==> src/rtl/tx_dma_pkg.sv <==
`default_nettype none

package tx_dma_pkg;

    //////////////////////////////
    // ring buffer
    //////////////////////////////
    localparam int BUF_AW = 9;                          // 512 qwords

    typedef logic [BUF_AW-1:0] buf_addr_t;
    typedef logic [BUF_AW:0]   buf_ptr_t;               // msb is the wrap bit
    typedef logic [63:0]       qword_t;

    //////////////////////////////
    // tags and requests
    //////////////////////////////
    localparam int N_TAGS = 4;                          // max outstanding reads

    typedef logic [1:0]  tag_t;
    typedef logic [8:0]  rd_size_t;                     // qwords, up to 128
    typedef logic [63:0] host_addr_t;
    typedef logic [31:0] region_len_t;

    // max read request size in qwords
    localparam rd_size_t MAX_QW_128B = 9'd16;
    localparam rd_size_t MAX_QW_256B = 9'd32;
    localparam rd_size_t MAX_QW_512B = 9'd64;
    localparam rd_size_t MAX_QW_1KB  = 9'd128;

    //////////////////////////////
    // completion header fields
    //////////////////////////////
    localparam logic [6:0] CPL_FMT_TYPE  = 7'h4A;       // CplD
    localparam logic [2:0] CPL_STATUS_SC = 3'd0;        // successful completion

endpackage

`default_nettype wire
==> src/rtl/tx_cpl_to_bram.sv <==
`timescale 1ns/1ps
`default_nettype none

module tx_cpl_to_bram
    import tx_dma_pkg::*;
(
    input  logic        trn_clk,
    input  logic        reset,

    // completion stream from the endpoint
    input  qword_t      trn_rd,
    input  logic        trn_rsof_n,
    input  logic        trn_reof_n,
    input  logic        trn_rsrc_rdy_n,
    input  logic        trn_rdst_rdy_n,
    input  logic [2:0]  cfg_max_rd_req_size,

    // host region
    input  host_addr_t  huge_page_addr,
    input  region_len_t huge_page_qwords,
    input  logic        huge_page_status,
    output logic        huge_page_free,

    // read requests
    output logic        read_chunk,
    output host_addr_t  huge_page_addr_read_from,
    output rd_size_t    qwords_to_rd,
    input  tag_t        tlp_tag,
    input  logic        read_chunk_ack,

    // ring buffer port
    output buf_addr_t   wr_addr,
    output qword_t      wr_data,
    output logic        wr_en,

    input  buf_ptr_t    commited_rd_addr,
    output buf_ptr_t    commited_wr_addr
);

    logic      req_accept;
    tag_t      req_tag;
    buf_addr_t req_base;
    rd_size_t  req_size;
    logic      tags_full;

    tag_t      lookup_tag;
    buf_addr_t lookup_addr;
    logic      cpl_done;
    tag_t      cpl_tag;
    rd_size_t  cpl_qwords;
    buf_addr_t cpl_next_addr;

    //////////////////////////////
    // request side
    //////////////////////////////
    rd_req_issuer u_issuer (
        .trn_clk                  (trn_clk),
        .reset                    (reset),
        .huge_page_addr           (huge_page_addr),
        .huge_page_qwords         (huge_page_qwords),
        .huge_page_status         (huge_page_status),
        .cfg_max_rd_req_size      (cfg_max_rd_req_size),
        .commited_rd_addr         (commited_rd_addr),
        .tags_full                (tags_full),
        .tlp_tag                  (tlp_tag),
        .read_chunk_ack           (read_chunk_ack),
        .read_chunk               (read_chunk),
        .huge_page_addr_read_from (huge_page_addr_read_from),
        .qwords_to_rd             (qwords_to_rd),
        .huge_page_free           (huge_page_free),
        .req_accept               (req_accept),
        .req_tag                  (req_tag),
        .req_base                 (req_base),
        .req_size                 (req_size)
    );

    tag_table u_tags (
        .trn_clk          (trn_clk),
        .reset            (reset),
        .req_accept       (req_accept),
        .req_tag          (req_tag),
        .req_base         (req_base),
        .req_size         (req_size),
        .lookup_tag       (lookup_tag),
        .lookup_addr      (lookup_addr),
        .cpl_done         (cpl_done),
        .cpl_tag          (cpl_tag),
        .cpl_qwords       (cpl_qwords),
        .cpl_next_addr    (cpl_next_addr),
        .tags_full        (tags_full),
        .commited_wr_addr (commited_wr_addr)
    );

    //////////////////////////////
    // completion side
    //////////////////////////////
    cpl_writer u_writer (
        .trn_clk        (trn_clk),
        .reset          (reset),
        .trn_rd         (trn_rd),
        .trn_rsof_n     (trn_rsof_n),
        .trn_reof_n     (trn_reof_n),
        .trn_rsrc_rdy_n (trn_rsrc_rdy_n),
        .trn_rdst_rdy_n (trn_rdst_rdy_n),
        .lookup_tag     (lookup_tag),
        .lookup_addr    (lookup_addr),
        .wr_addr        (wr_addr),
        .wr_data        (wr_data),
        .wr_en          (wr_en),
        .cpl_done       (cpl_done),
        .cpl_tag        (cpl_tag),
        .cpl_qwords     (cpl_qwords),
        .cpl_next_addr  (cpl_next_addr)
    );

endmodule

`default_nettype wire

==> src/rtl/cpl_writer.sv <==
`timescale 1ns/1ps
`default_nettype none

module cpl_writer
    import tx_dma_pkg::*;
(
    input  logic      trn_clk,
    input  logic      reset,

    input  qword_t    trn_rd,
    input  logic      trn_rsof_n,
    input  logic      trn_reof_n,
    input  logic      trn_rsrc_rdy_n,
    input  logic      trn_rdst_rdy_n,

    output tag_t      lookup_tag,
    input  buf_addr_t lookup_addr,

    output buf_addr_t wr_addr,
    output qword_t    wr_data,
    output logic      wr_en,

    output logic      cpl_done,
    output tag_t      cpl_tag,
    output rd_size_t  cpl_qwords,
    output buf_addr_t cpl_next_addr
);

    typedef enum logic [1:0] {
        WR_IDLE,
        WR_HDR2,
        WR_DATA
    } wr_state_t;

    wr_state_t state;

    logic        beat_ok;
    logic        hdr_ok;
    rd_size_t    tlp_qwords;                            // from the dword length
    tag_t        cur_tag;
    buf_addr_t   wr_ptr;
    logic [31:0] dw_lo;                                 // even dword waiting for its pair

    function automatic logic [31:0] bswap32(input logic [31:0] d);
        return {d[7:0], d[15:8], d[23:16], d[31:24]};
    endfunction

    assign beat_ok = !trn_rsrc_rdy_n && !trn_rdst_rdy_n;
    assign hdr_ok  = (trn_rd[62:56] == CPL_FMT_TYPE) && (trn_rd[15:13] == CPL_STATUS_SC);

    // tag sits in header dword 2, only looked at in WR_HDR2
    assign lookup_tag = trn_rd[41:40];

    //////////////////////////////
    // completion parser
    //////////////////////////////
    always_ff @(posedge trn_clk) begin
        if (reset) begin
            state    <= WR_IDLE;
            wr_en    <= 1'b0;
            cpl_done <= 1'b0;
        end else begin
            wr_en    <= 1'b0;
            cpl_done <= 1'b0;

            case (state)
                WR_IDLE: begin
                    tlp_qwords <= trn_rd[41:33];            // even dword count
                    if (beat_ok && !trn_rsof_n && hdr_ok) begin
                        state <= WR_HDR2;
                    end
                end

                WR_HDR2: begin
                    cur_tag <= trn_rd[41:40];
                    wr_ptr  <= lookup_addr;
                    dw_lo   <= trn_rd[31:0];                // data dword 0
                    if (beat_ok) begin
                        state <= WR_DATA;
                    end
                end

                WR_DATA: begin
                    if (beat_ok) begin
                        wr_en   <= 1'b1;
                        wr_addr <= wr_ptr;
                        wr_data <= {bswap32(trn_rd[63:32]), bswap32(dw_lo)};
                        wr_ptr  <= wr_ptr + 1'b1;           // wraps at 512
                        dw_lo   <= trn_rd[31:0];
                        if (!trn_reof_n) begin
                            cpl_done      <= 1'b1;
                            cpl_tag       <= cur_tag;
                            cpl_qwords    <= tlp_qwords;
                            cpl_next_addr <= wr_ptr + 1'b1;
                            state         <= WR_IDLE;
                        end
                    end
                end

                default: begin
                    state <= WR_IDLE;
                end
            endcase
        end
    end

endmodule

`default_nettype wire

==> src/rtl/tag_table.sv <==
`timescale 1ns/1ps
`default_nettype none

module tag_table
    import tx_dma_pkg::*;
(
    input  logic      trn_clk,
    input  logic      reset,

    input  logic      req_accept,
    input  tag_t      req_tag,
    input  buf_addr_t req_base,
    input  rd_size_t  req_size,

    input  tag_t      lookup_tag,
    output buf_addr_t lookup_addr,

    input  logic      cpl_done,
    input  tag_t      cpl_tag,
    input  rd_size_t  cpl_qwords,
    input  buf_addr_t cpl_next_addr,

    output logic      tags_full,
    output buf_ptr_t  commited_wr_addr
);

    typedef enum logic {
        CM_CHECK,
        CM_RETIRE
    } commit_state_t;

    commit_state_t state;

    // per tag records
    buf_addr_t rec_addr [N_TAGS];                       // next ring address
    rd_size_t  rec_size [N_TAGS];
    rd_size_t  rec_rcvd [N_TAGS];
    logic      rec_done [N_TAGS];

    // issue order queue
    tag_t                order_q [N_TAGS];
    logic [$bits(tag_t):0] sent_cnt;
    logic [$bits(tag_t):0] cmpl_cnt;
    logic [$bits(tag_t):0] in_flight;

    tag_t     head_tag;
    logic     head_hit;
    logic     head_ready;
    tag_t     retire_tag;
    rd_size_t retire_size;

    assign lookup_addr = rec_addr[lookup_tag];

    assign in_flight = sent_cnt - cmpl_cnt;
    assign tags_full = (in_flight == N_TAGS);

    // oldest request, done either already or by the completion ending now
    assign head_tag   = order_q[tag_t'(cmpl_cnt)];
    assign head_hit   = cpl_done && (cpl_tag == head_tag) &&
                        (rec_rcvd[head_tag] + cpl_qwords == rec_size[head_tag]);
    assign head_ready = (in_flight != '0) && (rec_done[head_tag] || head_hit);

    //////////////////////////////
    // record storage
    //////////////////////////////
    always_ff @(posedge trn_clk) begin
        if (req_accept) begin
            rec_addr[req_tag]           <= req_base;
            rec_size[req_tag]           <= req_size;
            rec_rcvd[req_tag]           <= '0;
            order_q[tag_t'(sent_cnt)]   <= req_tag;
        end
        if (cpl_done) begin
            rec_addr[cpl_tag] <= cpl_next_addr;
            rec_rcvd[cpl_tag] <= rec_rcvd[cpl_tag] + cpl_qwords;
        end
    end

    //////////////////////////////
    // in-order commit
    //////////////////////////////
    always_ff @(posedge trn_clk) begin
        if (reset) begin
            state            <= CM_CHECK;
            sent_cnt         <= '0;
            cmpl_cnt         <= '0;
            commited_wr_addr <= '0;
            for (int i = 0; i < N_TAGS; i++) begin
                rec_done[i] <= 1'b0;
            end
        end else begin
            if (req_accept) begin
                sent_cnt          <= sent_cnt + 1'b1;
                rec_done[req_tag] <= 1'b0;
            end
            if (cpl_done && (rec_rcvd[cpl_tag] + cpl_qwords == rec_size[cpl_tag])) begin
                rec_done[cpl_tag] <= 1'b1;                  // all qwords in
            end

            case (state)
                CM_CHECK: begin
                    retire_tag  <= head_tag;
                    retire_size <= rec_size[head_tag];
                    if (head_ready) begin
                        state <= CM_RETIRE;
                    end
                end

                CM_RETIRE: begin
                    commited_wr_addr     <= commited_wr_addr + buf_ptr_t'(retire_size);
                    cmpl_cnt             <= cmpl_cnt + 1'b1;
                    rec_done[retire_tag] <= 1'b0;
                    state                <= CM_CHECK;
                end

                default: begin
                    state <= CM_CHECK;
                end
            endcase
        end
    end

endmodule

`default_nettype wire

==> src/rtl/rd_req_issuer.sv <==
`timescale 1ns/1ps
`default_nettype none

module rd_req_issuer
    import tx_dma_pkg::*;
(
    input  logic        trn_clk,
    input  logic        reset,

    input  host_addr_t  huge_page_addr,
    input  region_len_t huge_page_qwords,
    input  logic        huge_page_status,
    input  logic [2:0]  cfg_max_rd_req_size,
    input  buf_ptr_t    commited_rd_addr,
    input  logic        tags_full,
    input  tag_t        tlp_tag,
    input  logic        read_chunk_ack,

    output logic        read_chunk,
    output host_addr_t  huge_page_addr_read_from,
    output rd_size_t    qwords_to_rd,
    output logic        huge_page_free,

    output logic        req_accept,
    output tag_t        req_tag,
    output buf_addr_t   req_base,
    output rd_size_t    req_size
);

    typedef enum logic [2:0] {
        ST_IDLE,
        ST_SIZE,
        ST_SETTLE,
        ST_ISSUE,
        ST_ACK,
        ST_DONE
    } issue_state_t;

    issue_state_t state;

    logic [2:0]   cfg_reg;
    rd_size_t     max_qw;
    region_len_t  remaining;                            // qwords left in region
    buf_ptr_t     next_wr_ptr;
    logic [9:0]   used_qw;
    logic [9:0]   free_space;
    logic         fits;

    //////////////////////////////
    // request size limit
    //////////////////////////////
    always_ff @(posedge trn_clk) begin
        cfg_reg <= cfg_max_rd_req_size;                 // quasi-static config
        case (cfg_reg)
            3'd0:    max_qw <= MAX_QW_128B;
            3'd1:    max_qw <= MAX_QW_256B;
            3'd2:    max_qw <= MAX_QW_512B;
            default: max_qw <= MAX_QW_1KB;
        endcase
    end

    // ring occupancy seen from the write side
    assign used_qw    = next_wr_ptr - commited_rd_addr;
    assign free_space = 10'd512 - used_qw;

    always_ff @(posedge trn_clk) begin
        fits <= (free_space >= {1'b0, qwords_to_rd});
    end

    // record for the tag table, taken in the ack cycle
    assign req_accept = read_chunk & read_chunk_ack;
    assign req_tag    = tlp_tag;
    assign req_base   = next_wr_ptr[BUF_AW-1:0];
    assign req_size   = qwords_to_rd;

    //////////////////////////////
    // request FSM
    //////////////////////////////
    always_ff @(posedge trn_clk) begin
        if (reset) begin
            state          <= ST_IDLE;
            read_chunk     <= 1'b0;
            huge_page_free <= 1'b0;
            next_wr_ptr    <= '0;
        end else begin
            huge_page_free <= 1'b0;

            case (state)
                ST_IDLE: begin
                    huge_page_addr_read_from <= huge_page_addr;
                    remaining                <= huge_page_qwords;
                    if (huge_page_status) begin
                        state <= ST_SIZE;
                    end
                end

                ST_SIZE: begin
                    if (remaining == '0) begin
                        huge_page_free <= 1'b1;             // region fully requested
                        state          <= ST_DONE;
                    end else begin
                        if (remaining < region_len_t'(max_qw)) begin
                            qwords_to_rd <= rd_size_t'(remaining);
                        end else begin
                            qwords_to_rd <= max_qw;
                        end
                        state <= ST_SETTLE;
                    end
                end

                ST_SETTLE: begin
                    state <= ST_ISSUE;                      // let fits catch up
                end

                ST_ISSUE: begin
                    if (fits && !tags_full) begin
                        read_chunk <= 1'b1;
                        state      <= ST_ACK;
                    end
                end

                ST_ACK: begin
                    if (read_chunk_ack) begin
                        read_chunk  <= 1'b0;
                        next_wr_ptr <= next_wr_ptr + buf_ptr_t'(qwords_to_rd);
                        remaining   <= remaining - region_len_t'(qwords_to_rd);
                        huge_page_addr_read_from <= huge_page_addr_read_from +
                                                    host_addr_t'({qwords_to_rd, 3'b000});
                        state <= ST_SIZE;
                    end
                end

                ST_DONE: begin
                    if (!huge_page_status) begin            // host takes the region back
                        state <= ST_IDLE;
                    end
                end

                default: begin
                    state <= ST_IDLE;
                end
            endcase
        end
    end

endmodule

`default_nettype wire

==> config.mk <==
export PLATFORM = sky130hd
export DESIGN_NAME = tx_cpl_to_bram
export DESIGN_NICKNAME = d
export VERILOG_FILES = /design/src/rtl/tx_dma_pkg.sv /design/src/rtl/tx_cpl_to_bram.sv /design/src/rtl/cpl_writer.sv /design/src/rtl/tag_table.sv /design/src/rtl/rd_req_issuer.sv
export SDC_FILE = /design/constraint.sdc
export NUM_CORES = 1
export LEC_CHECK = 0
export BUFFER_PORTS_ARGS = -buffer_cell sky130_fd_sc_hd__buf_2
export CAP_MARGIN = 10
export CORE_MARGIN = 2
export CORE_UTILIZATION = 40
export CTS_BUF_LIST = sky130_fd_sc_hd__clkbuf_8 sky130_fd_sc_hd__clkbuf_16
export CTS_CLUSTER_DIAMETER = 200
export DETAILED_ROUTE_END_ITERATION = 6
export PLACE_DENSITY_LB_ADDON = 0.05
export SETUP_SLACK_MARGIN = 0.15
export SYNTH_ARGS = -nofsm -noshare
export SYNTH_HDL_FRONTEND = slang
export SYNTH_SLANG_ARGS = --single-unit
==> constraint.sdc <==
create_clock -name trn_clk -period 11.9 [get_ports trn_clk]
set_input_delay 1.19 -clock trn_clk [delete_from_list [all_inputs] [get_ports trn_clk]]
set_output_delay 1.19 -clock trn_clk [all_outputs]
set_load 0.02 [all_outputs]
Word level (Yosys, flattened, before mapping):

Memory sizes are Yosys's and may differ from the RTL's. A register that Yosys moved wholly into a read port is not among the register bits.
Cells that the tools add are included.

* register bits: 309
* bits in latches: 0
* bits in writable memories: 120
* bits in read-only memories: 0
* logic and storage cells: 174
* memories: 5

* add/subtract/negate cells: 12
* multipliers: 0
* divide/modulo/power cells: 0
* $lt $le $gt $ge: 2
* equal/unequal tests: 22
* shifts and indexed selects: 0
* mux-type cells: 56
* bitwise logic cells: 8
* reductions and logical operators: 41

Memories
* u_tags.rec_addr: depth 4, bits a word 9, read ports 1, clocked after Yosys merged registers in 0, write ports 2, RTL line tag_table.sv:35 `buf_addr_t rec_addr [N_TAGS];`
* u_tags.rec_rcvd: depth 4, bits a word 9, read ports 2, clocked after Yosys merged registers in 1, write ports 2, RTL line tag_table.sv:37 `rd_size_t rec_rcvd [N_TAGS];`
* u_tags.rec_size: depth 4, bits a word 9, read ports 2, clocked after Yosys merged registers in 1, write ports 1, RTL line tag_table.sv:36 `rd_size_t rec_size [N_TAGS];`
* u_tags.order_q: depth 4, bits a word 2, read ports 1, clocked after Yosys merged registers in 1, write ports 1, RTL line tag_table.sv:41 `tag_t order_q [N_TAGS];`
* u_tags.rec_done: depth 4, bits a word 1, read ports 1, clocked after Yosys merged registers in 0, write ports 4, RTL line tag_table.sv:38 `logic rec_done [N_TAGS];`

Operator list (number)
* $pmux W32 S2: 2
* $pmux W64 S2: 1
* $add A64 B12 Y64: 1
* $mux W32: 2
* $mux W64: 1
* $logic_not A32 Y1: 1
* $lt A32 B8 Y1: 1
* $sub A32 B9 Y32: 1
* $mux W1: 26
* $pmux W8 S3: 1
* $mux W2: 11
* $add A10 B9 Y10: 2
* $add A9 B9 Y9: 2
* $eq A9 B9 Y1: 2
* $mux W9: 2
* $pmux W3 S6: 1
* $pmux W9 S2: 1
* $mux W3: 5
* $reduce_and A3 Y1: 5
* $reduce_and A4 Y1: 3
* $ge A10 B9 Y1: 1
* $sub A10 B10 Y10: 1
* $sub A10 B10 Y10 const A: 1
* $add A9 B1 Y9 const B: 1
* other kinds (26): 66

Depth between registers and ports, before layout:

Gate-level depths: netlist (run 1).

* depth after elaboration: 8
* mapped depth: 16

By module:

A second synthesis (run 1) with hierarchy kept.

* cell total of the unflattened synthesis: 1698
* area total of the unflattened synthesis: 21343.0 sq um

By module, submodules not included
* rd_req_issuer: instances 1, cells each 905, area an instance 8554.5 sq um, sequential area each 3613.5 sq um
* tag_table: instances 1, cells each 574, area an instance 7960.1 sq um, sequential area each 4274.1 sq um
* cpl_writer: instances 1, cells each 219, area an instance 4828.4 sq um, sequential area each 4434.3 sq um

Worst setup path after synthesis (run 1):

Ideal clock, no wire load.

* path kind: input -> register
* from: input reset
* to: register u_issuer.huge_page_addr_read_from[10], enable pin
* arrival: 10400 ps
* required time: 11127 ps
* path slack: 727 ps
* stages on the path: 3
* cells stage by stage: clkbuf_1 > clkbuf_1 > nor4_1

* longest elaborated chain between the ends: 2

Ends and longest elaborated chain
* from (decl): RTL line tx_cpl_to_bram.sv:8 `input logic reset,`
* $not A1 Y1 (no line)
* $reduce_and A3 Y1 (no line)
* to (signal assigned): RTL line rd_req_issuer.sv:90 `huge_page_addr_read_from <= huge_page_addr;`
* to (signal assigned): RTL line rd_req_issuer.sv:127 `huge_page_addr_read_from <= huge_page_addr_read_from +`
* to (decl): RTL line rd_req_issuer.sv:20 `output host_addr_t huge_page_addr_read_from,`

No other way between the ends.
A chain may end at the register's enable or synchronous reset.

==> results of run 1 <==
worst max-delay path: cells and delay by family, from the launching register on:
| kind | cells | cell delay, ns |
|---|---|---|
| adders and majority gates | 2 | 0.65 |
| and+or+nand+nor | 1 | 0.48 |
| muxes | 3 | 1.27 |
| DFF | 1 | 0.40 |
| xor gates and xnor gates | 2 | 0.31 |
| AOI/OAI and AO/OA | 4 | 0.79 |
| buffers and inverters | 1 | 0.38 |
kinds of logic after synthesis:
| logic type | synth area share |
|---|---|
| AO/OA/AOI/OAI | 0.0835 |
| XOR/XNOR | 0.0540 |
| adder cells (fa/ha/maj) | 0.0592 |
| buffers and inverters | 0.0249 |
| flip-flops | 0.578 |
| multiplexers | 0.0757 |
| other | 0.000175 |
| AND/OR/NAND/NOR | 0.125 |
metal layers:
layer  global-route usage  up-vias
li1                     -     7126
met2                0.331      337
met5                    0        -
met3               0.0448       82
met4               0.0546       12
met1                0.260     7181
cell type report:
cell class	count	area, µm²	area share
multi-input cells	1168	8540	0.335
flip-flops and latches	429	12400	0.485
clock inverters	38	312	0.0122
inverters	62	233	0.00914
well taps	688	861	0.0338
clock buffers	54	1320	0.0517
diodes	1	2.50	0.0000983
repair buffers	359	1840	0.0723
report_power, final:
| part | internal (mW) | leakage [nW] | switching, mW | total (mW) |
|---|---|---|---|---|
| Combinational | 0.206 | 5.09 | 0.330 | 0.536 |
| Sequential | 1.74 | 3.84 | 0.0854 | 1.82 |
| Clock | 0.871 | 0.836 | 0.649 | 1.52 |
| Total | 2.81 | 9.77 | 1.06 | 3.88 |
path summary, 6_finish.rpt:
check / from / to / slack, ns / depth (start not counted)
hold reg to reg: u_writer.dw_lo[25] / u_writer.wr_data[1] / 0.40 / 0
hold / removal: u_writer.dw_lo[25] / u_writer.wr_data[1] / 0.40 / 0
setup reg to reg: flop / u_tags.state / 7.52 / 13
setup / recovery: flop / u_tags.state / 7.52 / 13
cell usage in the layout, fill, tap and decap left out, types with 37 or more instances in the layout:
cell type	instances
mux2_2	46
mux4_2	37
nand2_1	195
clkbuf_16	51
inv_1	71
nand3_1	41
o21ai_0	96
a21oi_1	52
xnor2_1	72
ha_1	90
nor2_1	135
xor2_1	52
dfxtp_1	52
buf_2	341
edfxtp_1	377
==> flow_metrics.tcl, run 1 <==
set metrics [dict create \
    synth_seq_area_share 0.578 \
    instances_no_fill 2799 \
    rsz0062_at_grt "false" \
    drive_above_1_share 0.264 \
    hold_ws_ns 0.403 \
    yosys_warnings 0 \
    synth.most_common_cell "edfxtp_1" \
    drv_slew 0 \
    syn_to_final_growth_pct 19.0 \
    finalWorstSetupSlack_ns 7.52 \
    status "finished clean" \
    root_buffer "clkbuf_16" \
    grt_pass1_wl_mm 85.9 \
    place_inst 2706 \
    worstPathCellList "mux2_2 > mux2i_4 > inv_2 > mux4_2 > ha_1 > fa_1 > a21o_1 > a21oi_1 > o21ai_0 > xnor2_1 > xnor2_1 > or4_4 > o41ai_2" \
    core_um2 52800 \
    initialDrtViolationCount 785 \
    synth-edff-count 377 \
    powerDensity_nw_per_um2 152 \
    synthTopCellsByCount "edfxtp_1 (377), nand2_1 (196), nor2_1 (135)" \
    clkTransAtPathRegs_ns 0.06 \
    dr_wl_met2_mm 26.8 \
    end_kind "flop" \
    syn-num-nets 2009 \
    die_w_um 235 \
    highest_layer "met5" \
    hold_class "flop to flop" \
    insertion_delay_ns 0.60 \
    start_kind "flop" \
    fillers 4796 \
    skew_ns 0.0203 \
    cts_max_level 2 \
    grt_pass1_vias 14800 \
    vias 14700 \
    die-area_um2 55400 \
    place_ws_ns 7.52 \
    synth_top_cell_area_share 0.529 \
    arrival_ns 4.88 \
    max_freq_mhz 228 \
    synth_cell_types 83 \
    dp_hpwl_mm 39.8 \
    critPathRequiredTime_ns 12.40 \
    gp_congestion 0.814 \
    avgSynthCellArea_um2 12.4 \
    overflow 0 \
    crit_type "flop to flop" \
    cts_tree "done" \
    slowest_stage "mux4_2" \
    max_stage_delay_ns 0.54 \
    tightest_slew_ns 1.06 \
    vias_per_cell 5.27 \
    wl_per_cell_um 19.9 \
    setup_viol 0 \
    ctsHoldBuffers 0 \
    dr_wl_met3_mm 3.09 \
    fin_area_um2 25500 \
    timing.setup.tns_ns 0 \
    ys_seq_elements 429 \
    fin_util 0.483 \
    netlist_instances 1729 \
    io_buffers 341 \
    syn_area_um2 21400 \
    period_share 0.368 \
    p_total_mw 3.88 \
    hold_violations 0 \
    p_leak_nw 9.77 \
    layout.nets 2349 \
    ant_nets 0 \
    numCtsBuffers 49 \
    cts_num_sinks 429 \
    grtUsageTotal 0.198 \
    initial_utilization 0.406 \
    row_count 84 \
    cap_viol_max_count 0 \
    die_height_um 235 \
    wl_met1_mm 24.5 \
    firstDrtPassIters 5 \
    antenna_found_initial 7 \
    yosysTopAreaCell "edfxtp_1" \
    ys_top_cells_by_area "edfxtp_1 (53%), ha_1 (5.3%), dfxtp_1 (4.9%)" \
    grt_max_degree 91 \
    io-pin-count 342 \
    top_regs "u_issuer.huge_page_addr_read_from x64, u_writer.wr_data x64" \
    relSlewSlack 0.290 \
    min_period_ns 4.38 \
    peakVddDrop_mv 0.115 \
    wl_mm 55.8 \
    crit_top_cell "xnor2_1" \
    synth_ff_type "edfxtp_1" \
    clk_path_buf_depth 3 \
    cts_setup_buffers 0 \
    crit_fanout 29 \
    cts.repair.resized 0 \
    ys_async_sr_fraction 0 \
    route.detailed.drc 0 \
    placed_cell_area_um2 23800 \
]
Power figures use the tool's default switching activity.
==> inputs of run 2 (changes only) <==
--- a/config.mk
+++ b/config.mk
@@ -5,6 +5,7 @@
 export SDC_FILE = /design/constraint.sdc
 export NUM_CORES = 1
 export LEC_CHECK = 0
+export ABC_AREA = 1
 export BUFFER_PORTS_ARGS = -buffer_cell sky130_fd_sc_hd__buf_2
 export CAP_MARGIN = 10
 export CORE_MARGIN = 2
==> constraint.sdc (replaced) <==
create_clock -name trn_clk -period 4.25 [get_ports trn_clk]
set_input_delay 0.425 -clock trn_clk [delete_from_list [all_inputs] [get_ports trn_clk]]
set_output_delay 0.425 -clock trn_clk [all_outputs]
set_load 0.02 [all_outputs]
==> run 2 against run 1 <==
Clock-buffer cell count up 3. Synthesized cell count up 45%. Sequential power rose to 2.9 times the previous value. Largest cell class unchanged. Synthesized area up 6.1%. Critical path type unchanged. Critical endpoint is now u_issuer.huge_page_addr_read_from[31]. Power rose to 3.1 times the previous value. Register-to-register slack worse by 6.7 ns.
==> flow_metrics.tcl, run 2 <==
set metrics [dict create \
    status "finished clean" \
    layout.nets 3212 \
    ys_async_sr_fraction 0 \
    crit_top_cell "nand2_1" \
    p_total_mw 12.0 \
    synth.most_common_cell "nand2_1" \
    cts_num_sinks 429 \
    firstDrtPassIters 5 \
    mostFrequentLayoutCell "nand2_1" \
    dp_hpwl_mm 52.4 \
    syn_area_um2 22700 \
    holdPathStages 2 \
    die_height_um 242 \
    ff2ff_setup_slack_ns 0.82 \
    top_regs "u_issuer.huge_page_addr_read_from x64, u_writer.wr_data x64" \
    syn-num-nets 2782 \
    ant_nets 0 \
    yosysTopAreaCell "edfxtp_1" \
    max_stage_delay_ns 0.60 \
    cts_max_level 2 \
    synth_ff_type "edfxtp_1" \
    die_w_um 242 \
    synth_top_cell_area_share 0.498 \
    vias 19000 \
    hold_class "input pin to flop" \
    row_count 87 \
    p_leak_nw 12.0 \
    setup_viol 0 \
    gp_congestion 0.947 \
    timing.rr.start "u_issuer.qwords_to_rd[1]" \
    yosys_warnings 0 \
    layout_common_cells "nand2_1 (599), edfxtp_1 (377), buf_2 (341)" \
    synth_seq_area_share 0.544 \
    rsz0062_at_grt "false" \
    hold_violations 0 \
    grtUsageTotal 0.235 \
    r2r-end "u_issuer.huge_page_addr_read_from[31]" \
    io-pin-count 342 \
    synthTopCellsByCount "nand2_1 (599), edfxtp_1 (377), inv_1 (295)" \
    clk_path_buf_depth 3 \
    min_period_ns 3.43 \
    powerDensity_nw_per_um2 430 \
    root_buffer "clkbuf_16" \
    insertion_delay_ns 0.62 \
    ys_top_cells_by_area "edfxtp_1 (50%), nand2_1 (9.9%), ha_1 (5.0%)" \
    clkPwrFrac 0.385 \
    cap_viol_max_count 0 \
    reg2reg_depth 11 \
    worstPathCellList "inv_1 > fa_1 > nand3b_1 > nand2_1 > a21oi_2 > o21ai_2 > nand2_1 > nor2_1 > nand2_1 > o21ai_0 > a31oi_1" \
    critPathRequiredTime_ns 4.58 \
    antenna_found_initial 5 \
    synth_cell_types 55 \
    tightest_slew_ns 0.930 \
    relSlewSlack 0.379 \
    wl_per_cell_um 18.8 \
    io_buffers 341 \
    grt_pass1_vias 19000 \
    initialDrtViolationCount 1397 \
    drive_above_1_share 0.165 \
    p_seq_frac 0.437 \
    cts.repair.resized 0 \
    instances_no_fill 3731 \
    arrival_ns 3.76 \
    power.share.combinational 0.178 \
    slowest_stage "edfxtp_1" \
    clkTransAtPathRegs_ns 0.06 \
    crit_fanout 9 \
    core_um2 56300 \
    internal_power_mw 8.41 \
    ys_seq_elements 429 \
    start_kind "flop" \
    p_sw_mw 3.58 \
    route.detailed.drc 0 \
    holdPathEnd "u_writer.cpl_done" \
    synth-edff-count 377 \
    p_sw_frac 0.299 \
    syn_to_final_growth_pct 22.8 \
    skew_ns 0.0148 \
    vias_per_cell 5.10 \
    grt_max_degree 75 \
    wl_mm 70.1 \
    cts_tree "done" \
    hp-start "trn_reof_n" \
    numCtsBuffers 50 \
    max_freq_mhz 291 \
    fillers 5480 \
    timing.setup.tns_ns 0 \
    grt_pass1_wl_mm 108 \
    overflow 0 \
    crit_type "flop to flop" \
    end_kind "flop" \
    period_share 0.807 \
    peakVddDrop_mv 0.304 \
    drv_slew 0 \
    avgSynthCellArea_um2 9.08 \
    die-area_um2 58700 \
    initial_utilization 0.404 \
    place_inst 3571 \
    netlist_instances 2502 \
]
## run 2: cell types whose count changed in the layout (fill, tap and decap cells not counted), sizes merged, moves of 22 or more
cell         before  now
nand2           198  600
inv              80  305
nor2            135  265
nand3            41  156
o21ai            98  195
dlygate4sd3       0   65
mux2             46    0
a21oi            53   95
mux4             38    0
xnor2            72   40
and3             33    2
o22ai             1   28
mux2i            23    0
nand4            20   42
## run 2: cell families after synthesis
logic type                 Yosys count  share of synthesized area
adders and majority gates           97                     0.0558
buffers and inverters              363                     0.0614
xor gates and xnor gates            89                     0.0343
and+or+nand+nor                   1155                      0.215
DFF                                429                      0.544
AOI/OAI and AO/OA                  368                     0.0888
other                                1                   0.000165
## run 2: worst max-delay path by stage
stage,to,slack [ns],from,depth (start not counted)
after floorplan,u_writer.wr_addr[0],1.00,u_writer.state[1],4
after global placement,u_issuer.huge_page_addr_read_from[51],0.90,u_issuer.qwords_to_rd[1],12
after detailed placement,u_issuer.huge_page_addr_read_from[31],0.79,u_issuer.qwords_to_rd[1],11
after CTS,u_issuer.huge_page_addr_read_from[31],0.78,u_issuer.qwords_to_rd[1],11
after global routing,u_tags.state,0.51,flop,19
final,u_issuer.huge_page_addr_read_from[31],0.82,u_issuer.qwords_to_rd[1],11
## run 2: worst max-delay path: cells and delay by family, from the launching register on
kind                       cells  cell delay [ns]
AOI/OAI and AO/OA              4             0.72
adders and majority gates      1             0.49
buffers and inverters          1             0.23
and+or+nand+nor                5             1.11
DFF                            1             0.60
## run 2: power groups by stage
stage               sequential [mW]  combinational [mW]  clock [mW]
global placement               5.33                2.08           0
global route                   5.28                2.41        4.89
floorplan                      5.39                1.25           0
detailed placement             5.33                2.10           0
finish                         5.24                2.14        4.62
CTS                            5.24                2.16        4.73
## run 2: timing repair
item,in CTS,in global routing
setup buffers,0,0
hold endpoints to repair,72,0
hold buffers,65,0
setup endpoints to repair,0,0
## run 2: metrics by stage
step / cell area [µm²] / hold WS [ns] / util / setup WS (ns)
after detailed placement: 25400 / 0.406 / 0.452 / 0.787
after global placement: 25400 / 0.400 / 0.452 / 0.903
after floorplan: 22700 / 0.399 / - / 1.00
after global routing: 27900 / 0.0261 / 0.495 / 0.511
final: 27900 / 0.0339 / 0.495 / 0.819
after CTS: 27900 / 0.000286 / 0.495 / 0.783
## run 2: per-layer routing
layer	global-route usage	vias to the layer above	routed length [µm]
li1	-	9357	-
met1	0.303	9010	30000
met2	0.401	520	34000
met3	0.0378	140	3690
met4	0.0862	8	2420
met5	0	-	45
## run 2: layout make-up
| cell class | instances | area, µm² | area share |
|---|---|---|---|
| timing repair buffer | 443 | 2660 | 0.0954 |
| clock inverter | 37 | 440 | 0.0158 |
| clock buffer | 57 | 1350 | 0.0483 |
| multi-input combinational | 1710 | 9000 | 0.323 |
| tap | 756 | 946 | 0.0339 |
| antenna | 1 | 2.50 | 0.0000898 |
| sequential | 429 | 12400 | 0.443 |
| inverter | 298 | 1120 | 0.0402 |
